### src/eai_defs.svh
// widths and custom-0 instruction field values for the matrix coprocessor
// include wherever a width, the column count or an encoding is needed
`ifndef EAI_DEFS_SVH
`define EAI_DEFS_SVH

// datapath and address width
`define EAI_XLEN        32

// one row is three words wide
`define EAI_COLS        3
`define EAI_COL_IDX_W   2

// custom-0 major opcode
`define EAI_OPC_CUSTOM0 7'b0001011

// func3 groups
`define EAI_F3_SETUP    3'b011
`define EAI_F3_SUM      3'b110

// func7 picks the operation inside a func3 group
`define EAI_F7_SETUP    7'b0000000
`define EAI_F7_ROWSUM   7'b0000001
`define EAI_F7_COLSUM   7'b0000010

`endif
### src/eai_pkg.sv
// types shared by the matrix coprocessor RTL and its testbench
`include "eai_defs.svh"

package eai_pkg;

   typedef enum logic [1:0] {
      OP_NONE,
      OP_SETUP,
      OP_ROWSUM,
      OP_COLSUM
   } eai_op_e;

   typedef enum logic {
      ST_IDLE,
      ST_BUSY
   } eai_state_e;

   ////////////////////
   // bus and internal payloads
   ////////////////////

   typedef struct packed {
      logic [`EAI_XLEN-1:0] inst;
      logic [`EAI_XLEN-1:0] rs1;
      logic [`EAI_XLEN-1:0] rs2;
   } eai_req_t;

   // arg_a is rs1, arg_b is rs2
   typedef struct packed {
      logic                 valid;
      eai_op_e              op;
      logic [`EAI_XLEN-1:0] arg_a;
      logic [`EAI_XLEN-1:0] arg_b;
   } eai_job_t;

   typedef struct packed {
      logic                 valid;
      logic [`EAI_XLEN-1:0] addr;
   } eai_mem_cmd_t;

   typedef struct packed {
      logic                 valid;
      logic [`EAI_XLEN-1:0] data;
   } eai_mem_rsp_t;

   typedef struct packed {
      logic                      valid;
      logic [`EAI_COL_IDX_W-1:0] col;
      logic                      first_row;
      logic [`EAI_XLEN-1:0]      data;
   } col_beat_t;

   typedef struct packed {
      logic [`EAI_XLEN-1:0] result;
   } eai_rsp_t;

endpackage

### src/eai_core.sv
// top of the matrix coprocessor on the extension accelerator interface
// controller, row reader, column lanes and response unit
`timescale 1ns/1ps
`include "eai_defs.svh"

module eai_core (
   input  logic                   eai_clk,
   input  logic                   rst,
   input  logic                   req_valid,
   input  eai_pkg::eai_req_t      req,
   output logic                   req_ready,
   output logic                   rsp_valid,
   output eai_pkg::eai_rsp_t      rsp,
   input  logic                   rsp_ready,
   output eai_pkg::eai_mem_cmd_t  mem_cmd,
   input  logic                   mem_cmd_ready,
   input  eai_pkg::eai_mem_rsp_t  mem_rsp,
   output logic                   mem_holdup
);

   eai_pkg::eai_job_t    job;
   eai_pkg::col_beat_t   beat;
   logic                 row_done;
   logic [`EAI_XLEN-1:0] totals [`EAI_COLS];

   eai_ctrl i_ctrl (
      .eai_clk    (eai_clk),
      .rst        (rst),
      .req_valid  (req_valid),
      .req        (req),
      .req_ready  (req_ready),
      .rsp_valid  (rsp_valid),
      .rsp_ready  (rsp_ready),
      .job        (job),
      .mem_holdup (mem_holdup)
   );

   eai_row_fetch i_row_fetch (
      .eai_clk       (eai_clk),
      .rst           (rst),
      .job           (job),
      .mem_cmd       (mem_cmd),
      .mem_cmd_ready (mem_cmd_ready),
      .mem_rsp       (mem_rsp),
      .beat          (beat),
      .row_done      (row_done)
   );

   // one lane per column
   for (genvar g = 0; g < `EAI_COLS; g++) begin : g_lane
      eai_col_acc #(.LANE(g)) i_col_acc (
         .eai_clk (eai_clk),
         .rst     (rst),
         .beat    (beat),
         .total   (totals[g])
      );
   end

   eai_rsp_unit i_rsp_unit (
      .eai_clk   (eai_clk),
      .rst       (rst),
      .job       (job),
      .beat      (beat),
      .row_done  (row_done),
      .totals    (totals),
      .rsp_valid (rsp_valid),
      .rsp       (rsp),
      .rsp_ready (rsp_ready)
   );

endmodule

### src/eai_rsp_unit.sv
// response data and valid; held until rsp_ready is seen
`timescale 1ns/1ps
`include "eai_defs.svh"

module eai_rsp_unit (
   input  logic                 eai_clk,
   input  logic                 rst,
   input  eai_pkg::eai_job_t    job,
   input  eai_pkg::col_beat_t   beat,
   input  logic                 row_done,
   input  logic [`EAI_XLEN-1:0] totals [`EAI_COLS],
   output logic                 rsp_valid,
   output eai_pkg::eai_rsp_t    rsp,
   input  logic                 rsp_ready
);

   logic [`EAI_XLEN-1:0] row_sum;
   logic [`EAI_XLEN-1:0] col_total;
   logic                 setup_job;
   logic                 rowsum_job;
   logic                 colsum_job;

   assign setup_job  = job.valid && (job.op == eai_pkg::OP_SETUP);
   assign rowsum_job = job.valid && (job.op == eai_pkg::OP_ROWSUM);
   assign colsum_job = job.valid && (job.op == eai_pkg::OP_COLSUM);

   // out of range index reads as 0
   always_comb begin
      col_total = '0;
      for (int i = 0; i < `EAI_COLS; i++) begin
         if (job.arg_a == i) begin
            col_total = totals[i];
         end
      end
   end

   always_ff @(posedge eai_clk) begin
      if (rowsum_job) begin
         row_sum <= '0;
      end else if (beat.valid) begin
         row_sum <= row_sum + beat.data;
      end
   end

   // last word arrives with row_done, fold it in here
   always_ff @(posedge eai_clk) begin
      if (setup_job) begin
         rsp.result <= '0;
      end else if (colsum_job) begin
         rsp.result <= col_total;
      end else if (row_done) begin
         rsp.result <= row_sum + beat.data;
      end
      if (rst) begin
         rsp_valid <= 1'b0;
      end else if (setup_job || colsum_job || row_done) begin
         rsp_valid <= 1'b1;
      end else if (rsp_ready) begin
         rsp_valid <= 1'b0;
      end
   end

   rsp_held: assert property (@(posedge eai_clk) disable iff (rst)
      rsp_valid && !rsp_ready |=> rsp_valid && $stable(rsp.result));

endmodule

### src/eai_col_acc.sv
// one column lane, keeps the running total of its column
`timescale 1ns/1ps
`include "eai_defs.svh"

module eai_col_acc #(
   parameter int LANE = 0
) (
   input  logic                 eai_clk,
   input  logic                 rst,
   input  eai_pkg::col_beat_t   beat,
   output logic [`EAI_XLEN-1:0] total
);

   localparam logic [`EAI_COL_IDX_W-1:0] LANE_IDX = LANE[`EAI_COL_IDX_W-1:0];

   logic hit;

   assign hit = beat.valid && (beat.col == LANE_IDX);

   // row 0 starts a new total
   always_ff @(posedge eai_clk) begin
      if (rst) begin
         total <= '0;
      end else if (hit) begin
         if (beat.first_row) begin
            total <= beat.data;
         end else begin
            total <= total + beat.data;
         end
      end
   end

endmodule

### src/eai_row_fetch.sv
// setup registers and row reader; one word read outstanding at a time
// every returned word goes out as a beat tagged with its column
`timescale 1ns/1ps
`include "eai_defs.svh"

module eai_row_fetch (
   input  logic                   eai_clk,
   input  logic                   rst,
   input  eai_pkg::eai_job_t      job,
   output eai_pkg::eai_mem_cmd_t  mem_cmd,
   input  logic                   mem_cmd_ready,
   input  eai_pkg::eai_mem_rsp_t  mem_rsp,
   output eai_pkg::col_beat_t     beat,
   output logic                   row_done
);

   logic [`EAI_XLEN-1:0]      base_r;
   logic [`EAI_XLEN-1:0]      len_r;
   logic [`EAI_XLEN-1:0]      row_addr;
   logic [`EAI_COL_IDX_W-1:0] col_r;
   logic                      first_row_r;
   logic                      rd_pend;
   logic                      setup_job;
   logic                      rowsum_job;
   logic                      rd_take;
   logic                      last_col;

   assign setup_job  = job.valid && (job.op == eai_pkg::OP_SETUP);
   assign rowsum_job = job.valid && (job.op == eai_pkg::OP_ROWSUM);
   // row length is in words
   assign row_addr   = base_r + ((job.arg_a * len_r) << 2);
   assign rd_take    = rd_pend && mem_rsp.valid;
   assign last_col   = (col_r == `EAI_COL_IDX_W'(`EAI_COLS - 1));

   always_ff @(posedge eai_clk) begin
      if (setup_job) begin
         base_r <= job.arg_a;
         len_r  <= job.arg_b;
      end
   end

   ////////////////////
   // read command
   ////////////////////

   always_ff @(posedge eai_clk) begin
      if (rowsum_job) begin
         mem_cmd.addr <= row_addr;
         first_row_r  <= (job.arg_a == '0);
      end else if (rd_take && !last_col) begin
         mem_cmd.addr <= mem_cmd.addr + `EAI_XLEN'd4;
      end
      if (rst) begin
         mem_cmd.valid <= 1'b0;
         rd_pend       <= 1'b0;
         col_r         <= '0;
      end else begin
         if (rowsum_job || (rd_take && !last_col)) begin
            mem_cmd.valid <= 1'b1;
         end else if (mem_cmd.valid && mem_cmd_ready) begin
            mem_cmd.valid <= 1'b0;
         end
         if (mem_cmd.valid && mem_cmd_ready) begin
            rd_pend <= 1'b1;
         end else if (rd_take) begin
            rd_pend <= 1'b0;
         end
         if (rowsum_job) begin
            col_r <= '0;
         end else if (rd_take) begin
            col_r <= col_r + 1'b1;
         end
      end
   end

   // beat and row_done leave together on the last word
   always_ff @(posedge eai_clk) begin
      beat.col       <= col_r;
      beat.first_row <= first_row_r;
      beat.data      <= mem_rsp.data;
      if (rst) begin
         beat.valid <= 1'b0;
         row_done   <= 1'b0;
      end else begin
         beat.valid <= rd_take;
         row_done   <= rd_take && last_col;
      end
   end

   cmd_addr_held: assert property (@(posedge eai_clk) disable iff (rst)
      mem_cmd.valid && !mem_cmd_ready |=> mem_cmd.valid && $stable(mem_cmd.addr));

endmodule

### src/eai_ctrl.sv
// instruction decode and busy FSM of the matrix coprocessor
// one job per accepted custom-0 instruction; idle again after the response is taken
`timescale 1ns/1ps
`include "eai_defs.svh"

module eai_ctrl (
   input  logic               eai_clk,
   input  logic               rst,
   input  logic               req_valid,
   input  eai_pkg::eai_req_t  req,
   output logic               req_ready,
   input  logic               rsp_valid,
   input  logic               rsp_ready,
   output eai_pkg::eai_job_t  job,
   output logic               mem_holdup
);

   eai_pkg::eai_state_e state;
   eai_pkg::eai_op_e    dec_op;
   logic [6:0]          opc;
   logic [2:0]          f3;
   logic [6:0]          f7;
   logic                req_xfer;
   logic                rsp_xfer;

   assign opc      = req.inst[6:0];
   assign f3       = req.inst[14:12];
   assign f7       = req.inst[31:25];
   assign req_xfer = req_valid && req_ready;
   assign rsp_xfer = rsp_valid && rsp_ready;

   // anything else decodes to OP_NONE and is dropped
   always_comb begin
      dec_op = eai_pkg::OP_NONE;
      if (opc == `EAI_OPC_CUSTOM0) begin
         if (f3 == `EAI_F3_SETUP && f7 == `EAI_F7_SETUP) begin
            dec_op = eai_pkg::OP_SETUP;
         end else if (f3 == `EAI_F3_SUM && f7 == `EAI_F7_ROWSUM) begin
            dec_op = eai_pkg::OP_ROWSUM;
         end else if (f3 == `EAI_F3_SUM && f7 == `EAI_F7_COLSUM) begin
            dec_op = eai_pkg::OP_COLSUM;
         end
      end
   end

   always_ff @(posedge eai_clk) begin
      if (rst) begin
         state <= eai_pkg::ST_IDLE;
      end else if (state == eai_pkg::ST_IDLE) begin
         if (req_xfer && dec_op != eai_pkg::OP_NONE) begin
            state <= eai_pkg::ST_BUSY;
         end
      end else if (rsp_xfer) begin
         state <= eai_pkg::ST_IDLE;
      end
   end

   // op stays put while busy, mem_holdup reads it
   always_ff @(posedge eai_clk) begin
      if (req_xfer && dec_op != eai_pkg::OP_NONE) begin
         job.op    <= dec_op;
         job.arg_a <= req.rs1;
         job.arg_b <= req.rs2;
      end
      if (rst) begin
         job.valid <= 1'b0;
      end else begin
         job.valid <= req_xfer && (dec_op != eai_pkg::OP_NONE);
      end
   end

   assign req_ready  = (state == eai_pkg::ST_IDLE);
   assign mem_holdup = (state == eai_pkg::ST_BUSY) && (job.op == eai_pkg::OP_ROWSUM);

   // no new instruction while the response unit still holds one
   req_only_when_free: assert property (@(posedge eai_clk) disable iff (rst)
      req_xfer |-> (state == eai_pkg::ST_IDLE) && !rsp_valid);

endmodule

### config.mk
export PLATFORM = sky130hd
export DESIGN_NAME = eai_core
export DESIGN_NICKNAME = d
export VERILOG_FILES = /design/src/eai_pkg.sv /design/src/eai_core.sv /design/src/eai_rsp_unit.sv /design/src/eai_col_acc.sv /design/src/eai_row_fetch.sv /design/src/eai_ctrl.sv
export VERILOG_INCLUDE_DIRS = /design/src /design/src/src
export SDC_FILE = /design/constraint.sdc
export NUM_CORES = 2
export LEC_CHECK = 0
export BUFFER_PORTS_ARGS = -buffer_cell sky130_fd_sc_hd__buf_2
export CAP_MARGIN = 0
export CORE_UTILIZATION = 40
export DETAILED_ROUTE_END_ITERATION = 10
export RECOVER_POWER = 50
export SYNTH_ARGS = -nofsm -noshare
export SYNTH_HDL_FRONTEND = slang
export SYNTH_HIERARCHICAL = 1
export SYNTH_SLANG_ARGS = --single-unit
### constraint.sdc
create_clock -name eai_clk -period 7.89 [get_ports eai_clk]
set_clock_uncertainty 0.05 [all_clocks]
set_input_delay 0 -clock eai_clk [delete_from_list [all_inputs] [get_ports eai_clk]]
set_output_delay 0 -clock eai_clk [all_outputs]
set_load 0.01 [all_outputs]
==> impl_metrics.py <==
metrics = {
    "drt": {
        "routed-via-count": 30700,
        "antenna_left": 0,
        "wl_per_cell_um": 19.6,
        "drc": 0,
        "first_iter_violations": 2039,
        "drt_pass1_iterations": 6,
        "drt-vias-per-instance": 5.36,
        "drt-total-wl_um": 113000,
    },
    "clock_tree": {
        "cts_buffers": 46,
        "clk_latency_ns": 0.62,
        "cts_tree": "built",
        "clkSlewWorstSetupHoldPaths_ns": 0.07,
        "cts_buffer_depth": 3,
        "root_buffer": "clkbuf_16",
        "cts-htree-levels": 2,
        "cts.sinks": 363,
    },
    "final_layout": {
        "syn_to_final_growth_pct": 18.7,
        "stdcell_count": 5737,
        "multi_input_area_um2": 25600,
        "fin_area_um2": 43300,
        "drive_gt1_share_pct": 11.7,
        "fillers": 8671,
        "layout.nets": 5285,
        "seq_area_um2": 8860,
    },
    "floorplan": {
        "die_area_um2": 92400,
        "die_w_um": 304,
        "rows": 110,
        "start_util_pct": 40.5,
        "die_y_um": 304,
        "io_pins": 202,
        "core_um2": 90100,
    },
    "critical_path": {
        "cpPeakStageDelay_ns": 0.56,
        "critPathKind": "reg2reg",
        "cpMostUsedCell": "fa_1",
        "arrival_ns": 8.51,
        "start_kind": "flop",
        "cp.required_ns": 8.21,
        "crit_path_start": "i_row_fetch/len_r[5]",
        "slowest_stage": "fa_1",
        "rr_startpoint": "i_row_fetch/len_r[5]",
        "path_buf_inv": 7,
        "critPathCaptureType": "flop",
        "critPathTopFamily": "adder cells",
        "crit_path_max_fanout": 6,
    },
    "job": {
        "maxCapViolCount": 8,
    },
    "hold_path": {
        "min_path_type": "in2reg",
        "min_from": "req[14]",
    },
    "sta": {
        "worst_slew_pin_slew_ns": 4.38,
        "layout_worst_path_cycle_share_pct": 104,
        "period_minus_slack_ns": 8.19,
        "rsz0062_at_grt": "true",
        "drv_slew": 401,
        "setup_violations": 5,
        "relSlewSlack_pct": -192,
        "timing.fmax_mhz": 122,
        "fin_ws_ns": -0.304,
        "hold_violations": 0,
    },
    "synth": {
        "synth_nets": 4862,
        "avgSynthCellArea_um2": 8.91,
        "synthesis.area_um2": 36500,
        "yosysWarnings": 6,
        "syn_inst": 4097,
    },
    "grt": {
        "grt_pass1_wl_um": 177000,
        "globalRouteOverflowTotal": 0,
        "grtUsageTotal_pct": 24.2,
        "grt_max_degree": 81,
        "antenna_found_initial": 14,
        "grt_pass1_vias": 30800,
    },
    "place": {
        "dpl.cell_count": 5490,
        "gp_congestion": 0.894,
        "dp_hpwl_um": 87300,
        "io_buffers": 184,
        "placed_area_um2": 40000,
    },
    "power": {
        "ir_worst_vdd_mv": 0.138,
        "power_density_nw_per_um2": 105,
        "power_leakage_nw": 18.9,
    },
    "outcome": {
        "outcome": "finished with violations",
        "violations": "max-capacitance violations, max-slew violations, negative setup slack",
    },
}
## report_power, final
| group | switching (mW) | internal, mW | total [mW] |
|---|---|---|---|
| logic | 0.161 | 0.144 | 0.304 |
| registers | 0.0335 | 1.96 | 2.00 |
| clock network | 0.924 | 1.34 | 2.27 |
| total | 1.12 | 3.45 | 4.57 |
## cells in the final DEF, fill, tap and decap left out, types with 17 or more instances in the layout
cell / count
a211oi_1: 50
a21o_1: 61
a21oi_1: 249
a21oi_2: 21
a311oi_1: 27
a31oi_1: 20
and2_1: 273
and3_1: 33
buf_2: 87
buf_4: 203
clkbuf_1: 125
clkbuf_16: 48
dfxtp_1: 202
dlygate4sd3_1: 141
edfxtp_1: 159
fa_1: 350
ha_1: 261
inv_1: 454
mux2i_1: 88
nand2_1: 498
nand3_1: 78
nand4_1: 28
nor2_1: 216
nor2b_1: 17
nor3_1: 39
nor4_1: 21
o211ai_1: 32
o21a_1: 23
o21ai_0: 172
o21ai_1: 21
o21bai_1: 30
or3_1: 17
xnor2_1: 158
xor2_1: 55
## path summary, 6_finish.rpt
check,to,slack [ns],depth (start not counted)
max reg2reg,i_row_fetch/mem_cmd[30],-0.30,33
min reg2reg,i_row_fetch/beat[33],0.31,0
min,i_ctrl/job[14],0.04,2
max,i_row_fetch/mem_cmd[30],-0.30,33
## registers in the layout, indices dropped and copies added, names as in the netlist
signal	count
g_lane.i_col_acc/total	96
i_ctrl/job	65
i_ctrl/state	1
i_row_fetch/base_r	32
i_row_fetch/beat	36
i_row_fetch/col_r	2
i_row_fetch/first_row_r	1
i_row_fetch/len_r	30
i_row_fetch/mem_cmd	33
i_row_fetch/rd_pend	1
i_row_fetch/row_done	1
i_rsp_unit/row_sum	32
i_rsp_unit/rsp	32
i_rsp_unit/rsp_valid	1
## per-stage QoR
stage | util [%] | hold slack (ns) | TNS (ns) | setup slack (ns) | power, mW
detailed placement | 44.4 | 0.0536 | -1.73 | -0.333 | 2.28
floorplan | - | -0.0223 | -0.0184 | -0.0184 | 2.19
finish | 48.1 | 0.0448 | -1.16 | -0.304 | 4.57
global placement | 44.4 | 0.0520 | -0.713 | -0.215 | 2.28
CTS | 47.9 | 0.0113 | -0.892 | -0.218 | 4.62
global route | 48.0 | 0.0193 | -3.52 | -0.603 | 4.72
## repair_timing
| item | CTS | global route |
|---|---|---|
| buffers inserted | 8 | 10 |
| resized for setup | 16 | 64 |
| pin swaps | 17 | 36 |
| hold buffers | 141 | 0 |
| cloned | 0 | 0 |
| endpoints found under the setup margin | 8 | 15 |
| endpoints found under the hold margin | 129 | 0 |
## routing by layer
layer / track usage, % / share of wire, %
met1: 33.5 / 46
met2: 39.9 / 47
met3: 3.24 / 5.2
met4: 5.78 / 2.3
met5: 0 / 0.071
## layout make-up
type                    instances  area share, %
clock inverters                32          0.838
well taps                    1176           3.40
flip-flops and latches        363           20.5
repair buffers                567           9.25
multi-input cells            3083           59.2
inverters                     459           3.98
diodes                          3         0.0173
clock buffers                  54           2.89
(Power assumes the default switching activity.)
